<file path="config.mk">
export PLATFORM = sky130hd
export DESIGN_NAME = nes_glue_top
export DESIGN_NICKNAME = d
export VERILOG_FILES = /design/src/nes_glue_pkg.sv /design/src/load_if.sv /design/src/reset_sequencer.sv /design/src/cart_config.sv /design/src/joypad_ports.sv /design/src/sdram_port_router.sv /design/src/nes_glue_top.sv
export SDC_FILE = /design/constraint.sdc
export NUM_CORES = 1
export LEC_CHECK = 0
export ABC_CLOCK_PERIOD_IN_PS = 2200
export BUFFER_PORTS_ARGS = -buffer_cell sky130_fd_sc_hd__buf_4
export CAP_MARGIN = 15
export CORE_MARGIN = 8
export CORE_UTILIZATION = 35
export CTS_CLUSTER_SIZE = 25
export DETAILED_ROUTE_END_ITERATION = 6
export PLACE_DENSITY = 0.67
export SLEW_MARGIN = 40
export SYNTH_ARGS = -nofsm -noshare
export SYNTH_HDL_FRONTEND = slang
export SYNTH_HIERARCHICAL = 1
export SYNTH_SLANG_ARGS = --single-unit
</file>
<file path="constraint.sdc">
create_clock -name clk_ppu_21_47 -period 2.2 [get_ports clk_ppu_21_47]
set_clock_uncertainty 0.2 [all_clocks]
set_input_delay 0.44 -clock clk_ppu_21_47 [delete_from_list [all_inputs] [get_ports clk_ppu_21_47]]
set_output_delay 0.44 -clock clk_ppu_21_47 [all_outputs]
set_load 0.005 [all_outputs]
</file>
<file path="src/nes_glue_pkg.sv">
`default_nettype none

package nes_glue_pkg;

  // one controller, msb first as the NES shifts it out last
  typedef struct packed {
    logic right;
    logic left;
    logic down;
    logic up;
    logic start;
    logic select;
    logic b;
    logic a;
  } pad_buttons_t;

  // serial chain per port holds two players and a signature
  localparam int JOY_CHAIN_BITS = 24;

  // multitap signature bytes
  localparam logic [7:0] MULTITAP_SIG_P3 = 8'h08;
  localparam logic [7:0] MULTITAP_SIG_P4 = 8'h04;

  // hold-off after a download ends
  localparam logic [7:0] DL_RESET_CYCLES = 8'd255;

  // sdram and ppu address spaces
  typedef logic [24:0] mem_addr_t;
  typedef logic [21:0] ppu_addr_t;
  typedef logic [17:0] save_addr_t;

  // battery save lives in its own sdram region
  localparam logic [6:0] SAVE_REGION_PREFIX = 7'b0001111;

  // header flags from the loader
  typedef logic [63:0] mapper_flags_t;

  // battery bit inside the flag word
  localparam int HAS_SAVE_BIT = 25;

endpackage

`default_nettype wire

</file>
<file path="src/load_if.sv">
`timescale 1ns/1ns
`default_nettype none

interface load_if (
  input logic clk_ppu_21_47,
  input logic loader_done
);

  // raw download level from the host
  logic downloading;
  // download running or loader still parsing
  logic load_active;
  // single cycle at the start of a download
  logic download_start;

  modport sequencer (
    output downloading,
    output load_active,
    output download_start
  );

  modport consumer (
    input clk_ppu_21_47,
    input downloading,
    input load_active,
    input download_start,
    input loader_done
  );

endinterface

`default_nettype wire

</file>
<file path="src/reset_sequencer.sv">
`timescale 1ns/1ns
`default_nettype none

module reset_sequencer import nes_glue_pkg::*; (
  input  logic clk_ppu_21_47,
  input  logic reset_nes,
  input  logic ioctl_download,
  input  logic loader_busy,
  input  logic loader_fail,
  input  logic hold_reset,
  output logic core_reset,
  output logic loader_reset,
  load_if.sequencer load
);

  // machine stays in reset until a first download has been seen
  logic       init_done;
  logic       prev_download;
  logic [7:0] dl_cnt;

  assign load.downloading    = ioctl_download;
  assign load.load_active    = ioctl_download | loader_busy;
  assign load.download_start = ioctl_download & ~prev_download;

  // post-download counter, frozen while the loader is busy
  always_ff @(posedge clk_ppu_21_47) begin
    if (reset_nes) begin
      dl_cnt <= '0;
    end else if (ioctl_download) begin
      dl_cnt <= DL_RESET_CYCLES;
    end else if (!loader_busy && dl_cnt != '0) begin
      dl_cnt <= dl_cnt - 8'd1;
    end
  end

  always_ff @(posedge clk_ppu_21_47) begin
    if (reset_nes) begin
      init_done     <= 1'b0;
      prev_download <= 1'b0;
      loader_reset  <= 1'b1;
    end else begin
      if (ioctl_download) begin
        init_done <= 1'b1;
      end
      prev_download <= ioctl_download;
      // loader idles in reset once the counter has run out,
      // and gets a fresh reset at the start of every download
      loader_reset  <= (dl_cnt == '0) | load.download_start;
    end
  end

  assign core_reset = ~init_done | (dl_cnt != '0) | loader_fail | hold_reset;

  // the loader must see reset right after a download begins
  a_loader_reset_on_start: assert property (
    @(posedge clk_ppu_21_47) disable iff (reset_nes)
    load.download_start |=> loader_reset
  );

  // no core activity while the hold-off is counting
  a_core_reset_while_counting: assert property (
    @(posedge clk_ppu_21_47) disable iff (reset_nes)
    (dl_cnt != '0) |-> core_reset
  );

endmodule

`default_nettype wire

</file>
<file path="src/cart_config.sv">
`timescale 1ns/1ns
`default_nettype none

module cart_config import nes_glue_pkg::*; (
  input  logic          clk_ppu_21_47,
  input  logic          reset_nes,
  input  mapper_flags_t loader_flags,
  load_if.consumer      load,
  output mapper_flags_t core_mapper_flags,
  output logic          has_save
);

  // last flag word the loader reported as good
  mapper_flags_t flags_q;

  always_ff @(posedge clk_ppu_21_47) begin
    if (reset_nes) begin
      flags_q <= '0;
    end else if (load.loader_done) begin
      flags_q <= loader_flags;
    end
  end

  // core sees no mapper while a new image is coming in
  assign core_mapper_flags = load.downloading ? '0 : flags_q;

  assign has_save = flags_q[HAS_SAVE_BIT];

endmodule

`default_nettype wire

</file>
<file path="src/joypad_ports.sv">
`timescale 1ns/1ns
`default_nettype none

module joypad_ports import nes_glue_pkg::*; (
  input  logic         clk_ppu_21_47,
  input  logic         core_reset,
  input  logic         multitap_enabled,
  input  logic         joypad_latch,
  input  logic [1:0]   joypad_clock,
  input  pad_buttons_t p1_buttons,
  input  pad_buttons_t p2_buttons,
  input  pad_buttons_t p3_buttons,
  input  pad_buttons_t p4_buttons,
  output logic [4:0]   joypad1_data,
  output logic [4:0]   joypad2_data
);

  localparam int UPPER_BITS = JOY_CHAIN_BITS - 8;

  // parallel load words, one per port
  logic [JOY_CHAIN_BITS-1:0] load_val [2];
  // current serial bit of each chain
  logic [1:0]                serial_bit;

  // without multitap the upper part reads as all ones,
  // like an open bus behind a single pad
  assign load_val[0] = multitap_enabled ? {MULTITAP_SIG_P3, p3_buttons, p1_buttons}
                                        : {{UPPER_BITS{1'b1}}, p1_buttons};
  assign load_val[1] = multitap_enabled ? {MULTITAP_SIG_P4, p4_buttons, p2_buttons}
                                        : {{UPPER_BITS{1'b1}}, p2_buttons};

  for (genvar g = 0; g < 2; g++) begin : g_port
    logic [JOY_CHAIN_BITS-1:0] bits;
    logic                      clk_q;
    logic                      shift;

    // shift strobe is the falling edge of the port clock
    assign shift = clk_q & ~joypad_clock[g];

    always_ff @(posedge clk_ppu_21_47) begin
      if (core_reset) begin
        bits  <= '0;
        clk_q <= 1'b0;
      end else begin
        // shift beats latch on a shared edge
        if (shift) begin
          bits <= {1'b0, bits[JOY_CHAIN_BITS-1:1]};
        end else if (joypad_latch) begin
          bits <= load_val[g];
        end
        clk_q <= joypad_clock[g];
      end
    end

    assign serial_bit[g] = bits[0];

    // a chain held in reset stays empty, so nothing shifts out
    a_no_shift_in_reset: assert property (
      @(posedge clk_ppu_21_47)
      core_reset |=> (bits == '0 && !clk_q)
    );
  end

  // only bit 0 carries pad data now that the other peripherals are gone
  assign joypad1_data = {4'b0000, serial_bit[0]};
  assign joypad2_data = {4'b0000, serial_bit[1]};

endmodule

`default_nettype wire

</file>
<file path="src/sdram_port_router.sv">
`timescale 1ns/1ns
`default_nettype none

module sdram_port_router import nes_glue_pkg::*; (
  load_if.consumer   load,
  input  mem_addr_t  loader_addr,
  input  logic [7:0] loader_write_data,
  input  logic       loader_write,
  input  ppu_addr_t  ppu_addr,
  input  logic [7:0] ppu_dout,
  input  logic       ppu_write,
  input  logic       ppu_read,
  input  save_addr_t sd_buff_addr,
  input  logic [7:0] sd_buff_dout,
  input  logic       sd_buff_wr,
  input  logic       sd_buff_rd,
  input  logic       save_busy,
  input  logic [7:0] save_dout,
  input  logic [7:0] eeprom_dout,
  input  logic       bram_en,
  output mem_addr_t  ch0_addr,
  output logic [7:0] ch0_din,
  output logic       ch0_wr,
  output logic       ch0_rd,
  output mem_addr_t  ch2_addr,
  output logic [7:0] ch2_din,
  output logic       ch2_wr,
  output logic       ch2_rd,
  output logic [7:0] sd_buff_din
);

  localparam int PPU_PAD_BITS = $bits(mem_addr_t) - $bits(ppu_addr_t);

  // channel 0 belongs to the loader for the whole load
  assign ch0_addr = load.load_active ? loader_addr
                                     : {{PPU_PAD_BITS{1'b0}}, ppu_addr};
  assign ch0_din  = load.load_active ? loader_write_data : ppu_dout;
  assign ch0_wr   = loader_write | ppu_write;
  assign ch0_rd   = ~load.load_active & ppu_read;

  // channel 2 is the battery save buffer
  assign ch2_addr = {SAVE_REGION_PREFIX, sd_buff_addr};
  assign ch2_din  = sd_buff_dout;

  // sdram only sees an edge on a non-busy cycle,
  // so requests during busy are simply dropped
  assign ch2_wr = sd_buff_wr & ~save_busy;
  assign ch2_rd = sd_buff_rd & ~save_busy;

  // mapper eeprom takes over the save read-back
  assign sd_buff_din = bram_en ? eeprom_dout : save_dout;

  // ppu reads must not collide with loader writes
  a_no_read_while_loading: assert property (
    @(posedge load.clk_ppu_21_47)
    load.load_active |-> !ch0_rd
  );

endmodule

`default_nettype wire

</file>
<file path="src/nes_glue_top.sv">
`timescale 1ns/1ns
`default_nettype none

module nes_glue_top import nes_glue_pkg::*; (
  input  logic          clk_ppu_21_47,
  input  logic          reset_nes,
  // loader status
  input  logic          ioctl_download,
  input  logic          loader_busy,
  input  logic          loader_done,
  input  logic          loader_fail,
  input  logic          hold_reset,
  input  mapper_flags_t loader_flags,
  output logic          core_reset,
  output logic          loader_reset,
  output mapper_flags_t core_mapper_flags,
  output logic          has_save,
  // controllers
  input  logic          multitap_enabled,
  input  logic          joypad_latch,
  input  logic [1:0]    joypad_clock,
  input  pad_buttons_t  p1_buttons,
  input  pad_buttons_t  p2_buttons,
  input  pad_buttons_t  p3_buttons,
  input  pad_buttons_t  p4_buttons,
  output logic [4:0]    joypad1_data,
  output logic [4:0]    joypad2_data,
  // sdram traffic sources
  input  mem_addr_t     loader_addr,
  input  logic [7:0]    loader_write_data,
  input  logic          loader_write,
  input  ppu_addr_t     ppu_addr,
  input  logic [7:0]    ppu_dout,
  input  logic          ppu_write,
  input  logic          ppu_read,
  // save buffer
  input  save_addr_t    sd_buff_addr,
  input  logic [7:0]    sd_buff_dout,
  input  logic          sd_buff_wr,
  input  logic          sd_buff_rd,
  input  logic          save_busy,
  input  logic [7:0]    save_dout,
  input  logic [7:0]    eeprom_dout,
  input  logic          bram_en,
  output logic [7:0]    sd_buff_din,
  // sdram channels
  output mem_addr_t     ch0_addr,
  output logic [7:0]    ch0_din,
  output logic          ch0_wr,
  output logic          ch0_rd,
  output mem_addr_t     ch2_addr,
  output logic [7:0]    ch2_din,
  output logic          ch2_wr,
  output logic          ch2_rd
);

  load_if load (
    .clk_ppu_21_47 (clk_ppu_21_47),
    .loader_done   (loader_done)
  );

  reset_sequencer u_reset_sequencer (
    .clk_ppu_21_47 (clk_ppu_21_47),
    .reset_nes     (reset_nes),
    .ioctl_download(ioctl_download),
    .loader_busy   (loader_busy),
    .loader_fail   (loader_fail),
    .hold_reset    (hold_reset),
    .core_reset    (core_reset),
    .loader_reset  (loader_reset),
    .load          (load.sequencer)
  );

  cart_config u_cart_config (
    .clk_ppu_21_47    (clk_ppu_21_47),
    .reset_nes        (reset_nes),
    .loader_flags     (loader_flags),
    .load             (load.consumer),
    .core_mapper_flags(core_mapper_flags),
    .has_save         (has_save)
  );

  joypad_ports u_joypad_ports (
    .clk_ppu_21_47   (clk_ppu_21_47),
    .core_reset      (core_reset),
    .multitap_enabled(multitap_enabled),
    .joypad_latch    (joypad_latch),
    .joypad_clock    (joypad_clock),
    .p1_buttons      (p1_buttons),
    .p2_buttons      (p2_buttons),
    .p3_buttons      (p3_buttons),
    .p4_buttons      (p4_buttons),
    .joypad1_data    (joypad1_data),
    .joypad2_data    (joypad2_data)
  );

  sdram_port_router u_sdram_port_router (
    .load             (load.consumer),
    .loader_addr      (loader_addr),
    .loader_write_data(loader_write_data),
    .loader_write     (loader_write),
    .ppu_addr         (ppu_addr),
    .ppu_dout         (ppu_dout),
    .ppu_write        (ppu_write),
    .ppu_read         (ppu_read),
    .sd_buff_addr     (sd_buff_addr),
    .sd_buff_dout     (sd_buff_dout),
    .sd_buff_wr       (sd_buff_wr),
    .sd_buff_rd       (sd_buff_rd),
    .save_busy        (save_busy),
    .save_dout        (save_dout),
    .eeprom_dout      (eeprom_dout),
    .bram_en          (bram_en),
    .ch0_addr         (ch0_addr),
    .ch0_din          (ch0_din),
    .ch0_wr           (ch0_wr),
    .ch0_rd           (ch0_rd),
    .ch2_addr         (ch2_addr),
    .ch2_din          (ch2_din),
    .ch2_wr           (ch2_wr),
    .ch2_rd           (ch2_rd),
    .sd_buff_din      (sd_buff_din)
  );

endmodule

`default_nettype wire

</file>
==> qor.csv <==
metric;value;unit
Clock Sinks;125;
Main synth FF type;dfxtp_1;
fin crit share;0.979;
Max transition margin;0.466;
setup violators final;0;
total track usage;0.167;
Clk Latency, worst-skew pair;410;ps
cell leakage power;4.45;nW
Die H;151;µm
Die W;151;µm
area leader, netlist;dfxtp_1;
Critical Path RT;1560;ps
total power draw;6.11;mW
max cap viols;0;
Reg power frac;0.394;
met3 global-route usage;0.0544;
top achievable clock speed;464;MHz
Ports;374;
Die ar.;0.0227;mm²
Post-route DRC;0;
vias in the first global route;5347;
routed wire length;20.3;mm
Ys Warns;6;
Worst Setup End Kind;output pin;
number of detailed-route iterations in the first pass;4;
initial antenna violation count;0;
clk root buf;clkbuf_16;
count of flip-flops with a built-in enable after synthesis;0;
Tightest Pin Transition;801;ps
drt via density;4.65;
clock buffer count from CTS;17;
Final ANT Viol Nets;0;
Hold Vio Cnt, Final;0;
GR Overflow Total;0;
first-pass GRT wire length;29.5;mm
DP Area;0.00842;mm²
Clock transition at path regs;60;ps
CTS tree;done;
First DRT Iteration DRCs;204;
CP top delay family;simple AND/OR/NAND/NOR gates;
CP max-delay cell;dfxtp_2;
register area share after synthesis;0.395;
most instantiated cells after synthesis;dfxtp_1 (125), nor2_1 (91), mux2i_1 (81);
nature of the critical path startpoint;flop;
Synth Register Bits;125;
sw power;1.44;mW
Vias;5375;
run status;complete, no violations;
Clock Power Share;0.446;
worst-path fanout max;3;
met1 usage;0.205;
Final min period;2150;ps
# diodes;0;
Rows;49;
largest net degree at the start of global routing;76;
hold buffer count at cts;0;
gpl congestion;0.870;
area added between synthesis and finish;43.9;%
post-DP HPWL;15.4;mm
WP data arrival;1510;ps
proportion of power drawn by combinational gates;0.160;
Pwr Density;669;mW/mm²
core area;0.0178;mm²
layout cells sized above 1;0.442;
ys async rst share;0;
type of the worst setup path;flop to output pin;
Synth Instances;652;
CP Buf/Inv Count;2;
number of fill cells in the layout;1672;
Slew Limit Fails;0;
Max clock buf depth;2;
Yosys cell types;43;
P_int;4.66;mW
H-tree depth;4;
Initial Util;0.355;
most utilized layer in the global route result;met2;
Buffers on Ports;306;
post-synth top area share;0.395;
Hold WC Path Type;primary input to flop;
CP max stage delay;320;ps
Synth area leaders;dfxtp_1 (39%), mux2i_1 (13%), mux2_4 (6.2%), buf_4 (5.8%), nor2_1 (5.4%);
mapped cell area;0.00634;mm²
RSZ-0062 raised after global routing;true;
Sw Ratio;0.236;
NumNets Final;1136;
Max VDD drop;0.520;mV
syn_area_per_cell;9.72;µm²
crit-path cells;inv_2, ha_4, nor3b_4, and2_4, nand3_4, buf_6;
hold_ws;57.3;ps
average wire per standard cell;17.6;µm
GRT met2 Usage;0.272;
cell area after layout;0.00912;mm²
count leader, synth;dfxtp_1;
==> worst paths after layout <==
kind / from / endpoint / slack, ps / cells past startpoint
worst max register to register: u_reset_sequencer/dl_cnt[1]$_SDFFE_PP0P_ / u_joypad_ports/g_port[0].bits[0]$_SDFFE_PP0P_ / 190 / 9
worst min register to register: u_joypad_ports/g_port[1].bits[20]$_SDFFE_PP0P_ / u_joypad_ports/g_port[1].bits[19]$_SDFFE_PP0P_ / 250 / 2
worst max-delay path: u_reset_sequencer/dl_cnt[1]$_SDFFE_PP0P_ / core_reset / 50 / 6
worst min-delay path: multitap_enabled / u_joypad_ports/g_port[0].bits[23]$_SDFFE_PP0P_ / 60 / 2
==> state kept, by name, summed over array words and instances (netlist names) <==
| register | cells |
|---|---|
| u_reset_sequencer/dl_cnt | 8 |
| u_reset_sequencer/prev_download | 1 |
| u_cart_config/flags_q | 64 |
| u_reset_sequencer/loader_reset | 1 |
| u_joypad_ports/g_port.clk_q | 2 |
| u_joypad_ports/g_port.bits | 48 |
| u_reset_sequencer/init_done | 1 |
==> area by class of cell <==
cell class	instances	area, µm²	share of cell area
multi-input combinational	442	3200	0.351
timing repair buffer	326	2530	0.278
sequential	125	2500	0.275
clock buffer	23	498	0.0546
tap	229	287	0.0314
clock inverter	9	85.1	0.00933
inverter	3	11.3	0.00123
==> power by group through the flow <==
| stage | Sequential (mW) | Combinational [mW] | Clock (mW) |
|---|---|---|---|
| global route | 2.41 | 1.05 | 2.89 |
| global placement | 2.44 | 0.948 | 0 |
| detailed placement | 2.45 | 0.958 | 0 |
| floorplan | 2.43 | 0.534 | 0 |
| CTS | 2.40 | 0.971 | 2.79 |
| finish | 2.40 | 0.978 | 2.72 |
==> layer usage <==
layer  vias up  routed length (µm)
li1       2697                   -
met1      2487                8810
met2       172                9690
met3        19                1600
met4         0                 224
met5         -                   0
==> through the flow <==
step	setup TNS, ps	util	std cells	setup WS (ps)
after floorplan	0	-	664	168
after global placement	0	0.472	1119	28.3
after detailed placement	0	0.472	1119	14.5
after CTS	0	0.508	1153	4.14
after global routing	-39.9	0.511	1157	-39.9
final	0	0.511	1157	45.2
==> cells by family (layout without fill, tap and decap cells) <==
group,count (synthesis),in the layout,synth area share
simple gates,215,215,0.174
flops,125,125,0.395
mux,119,119,0.211
buf+inv,97,361,0.115
compound gates,87,87,0.0938
xor+xnor,4,4,0.00553
other cells,3,15,0.00178
fa+ha+maj,2,2,0.00395
==> cells in the final DEF, fill, tap and decap left out, types with 4 or more instances in the layout <==
master	n
a211oi_1	18
a21oi_1	35
and2b_1	35
buf_12	5
buf_4	319
clkbuf_16	18
clkbuf_8	5
conb_1	15
dfxtp_1	123
mux2_2	12
mux2_4	26
mux2i_1	81
nand2_1	28
nor2_1	91
nor2b_1	37
nor3_1	5
o211ai_1	12
o221ai_1	16
xnor2_1	4
==> timing repair <==
item                                    CTS  global route
endpoints found under the setup margin    1            10
cloned                                    0             1
buffers inserted                          2             3
pin swaps                                 1             1
hold endpoints to repair                  0             0
gates resized for setup                   9             4
No activity file was read; power rests on OpenSTA's default activity.
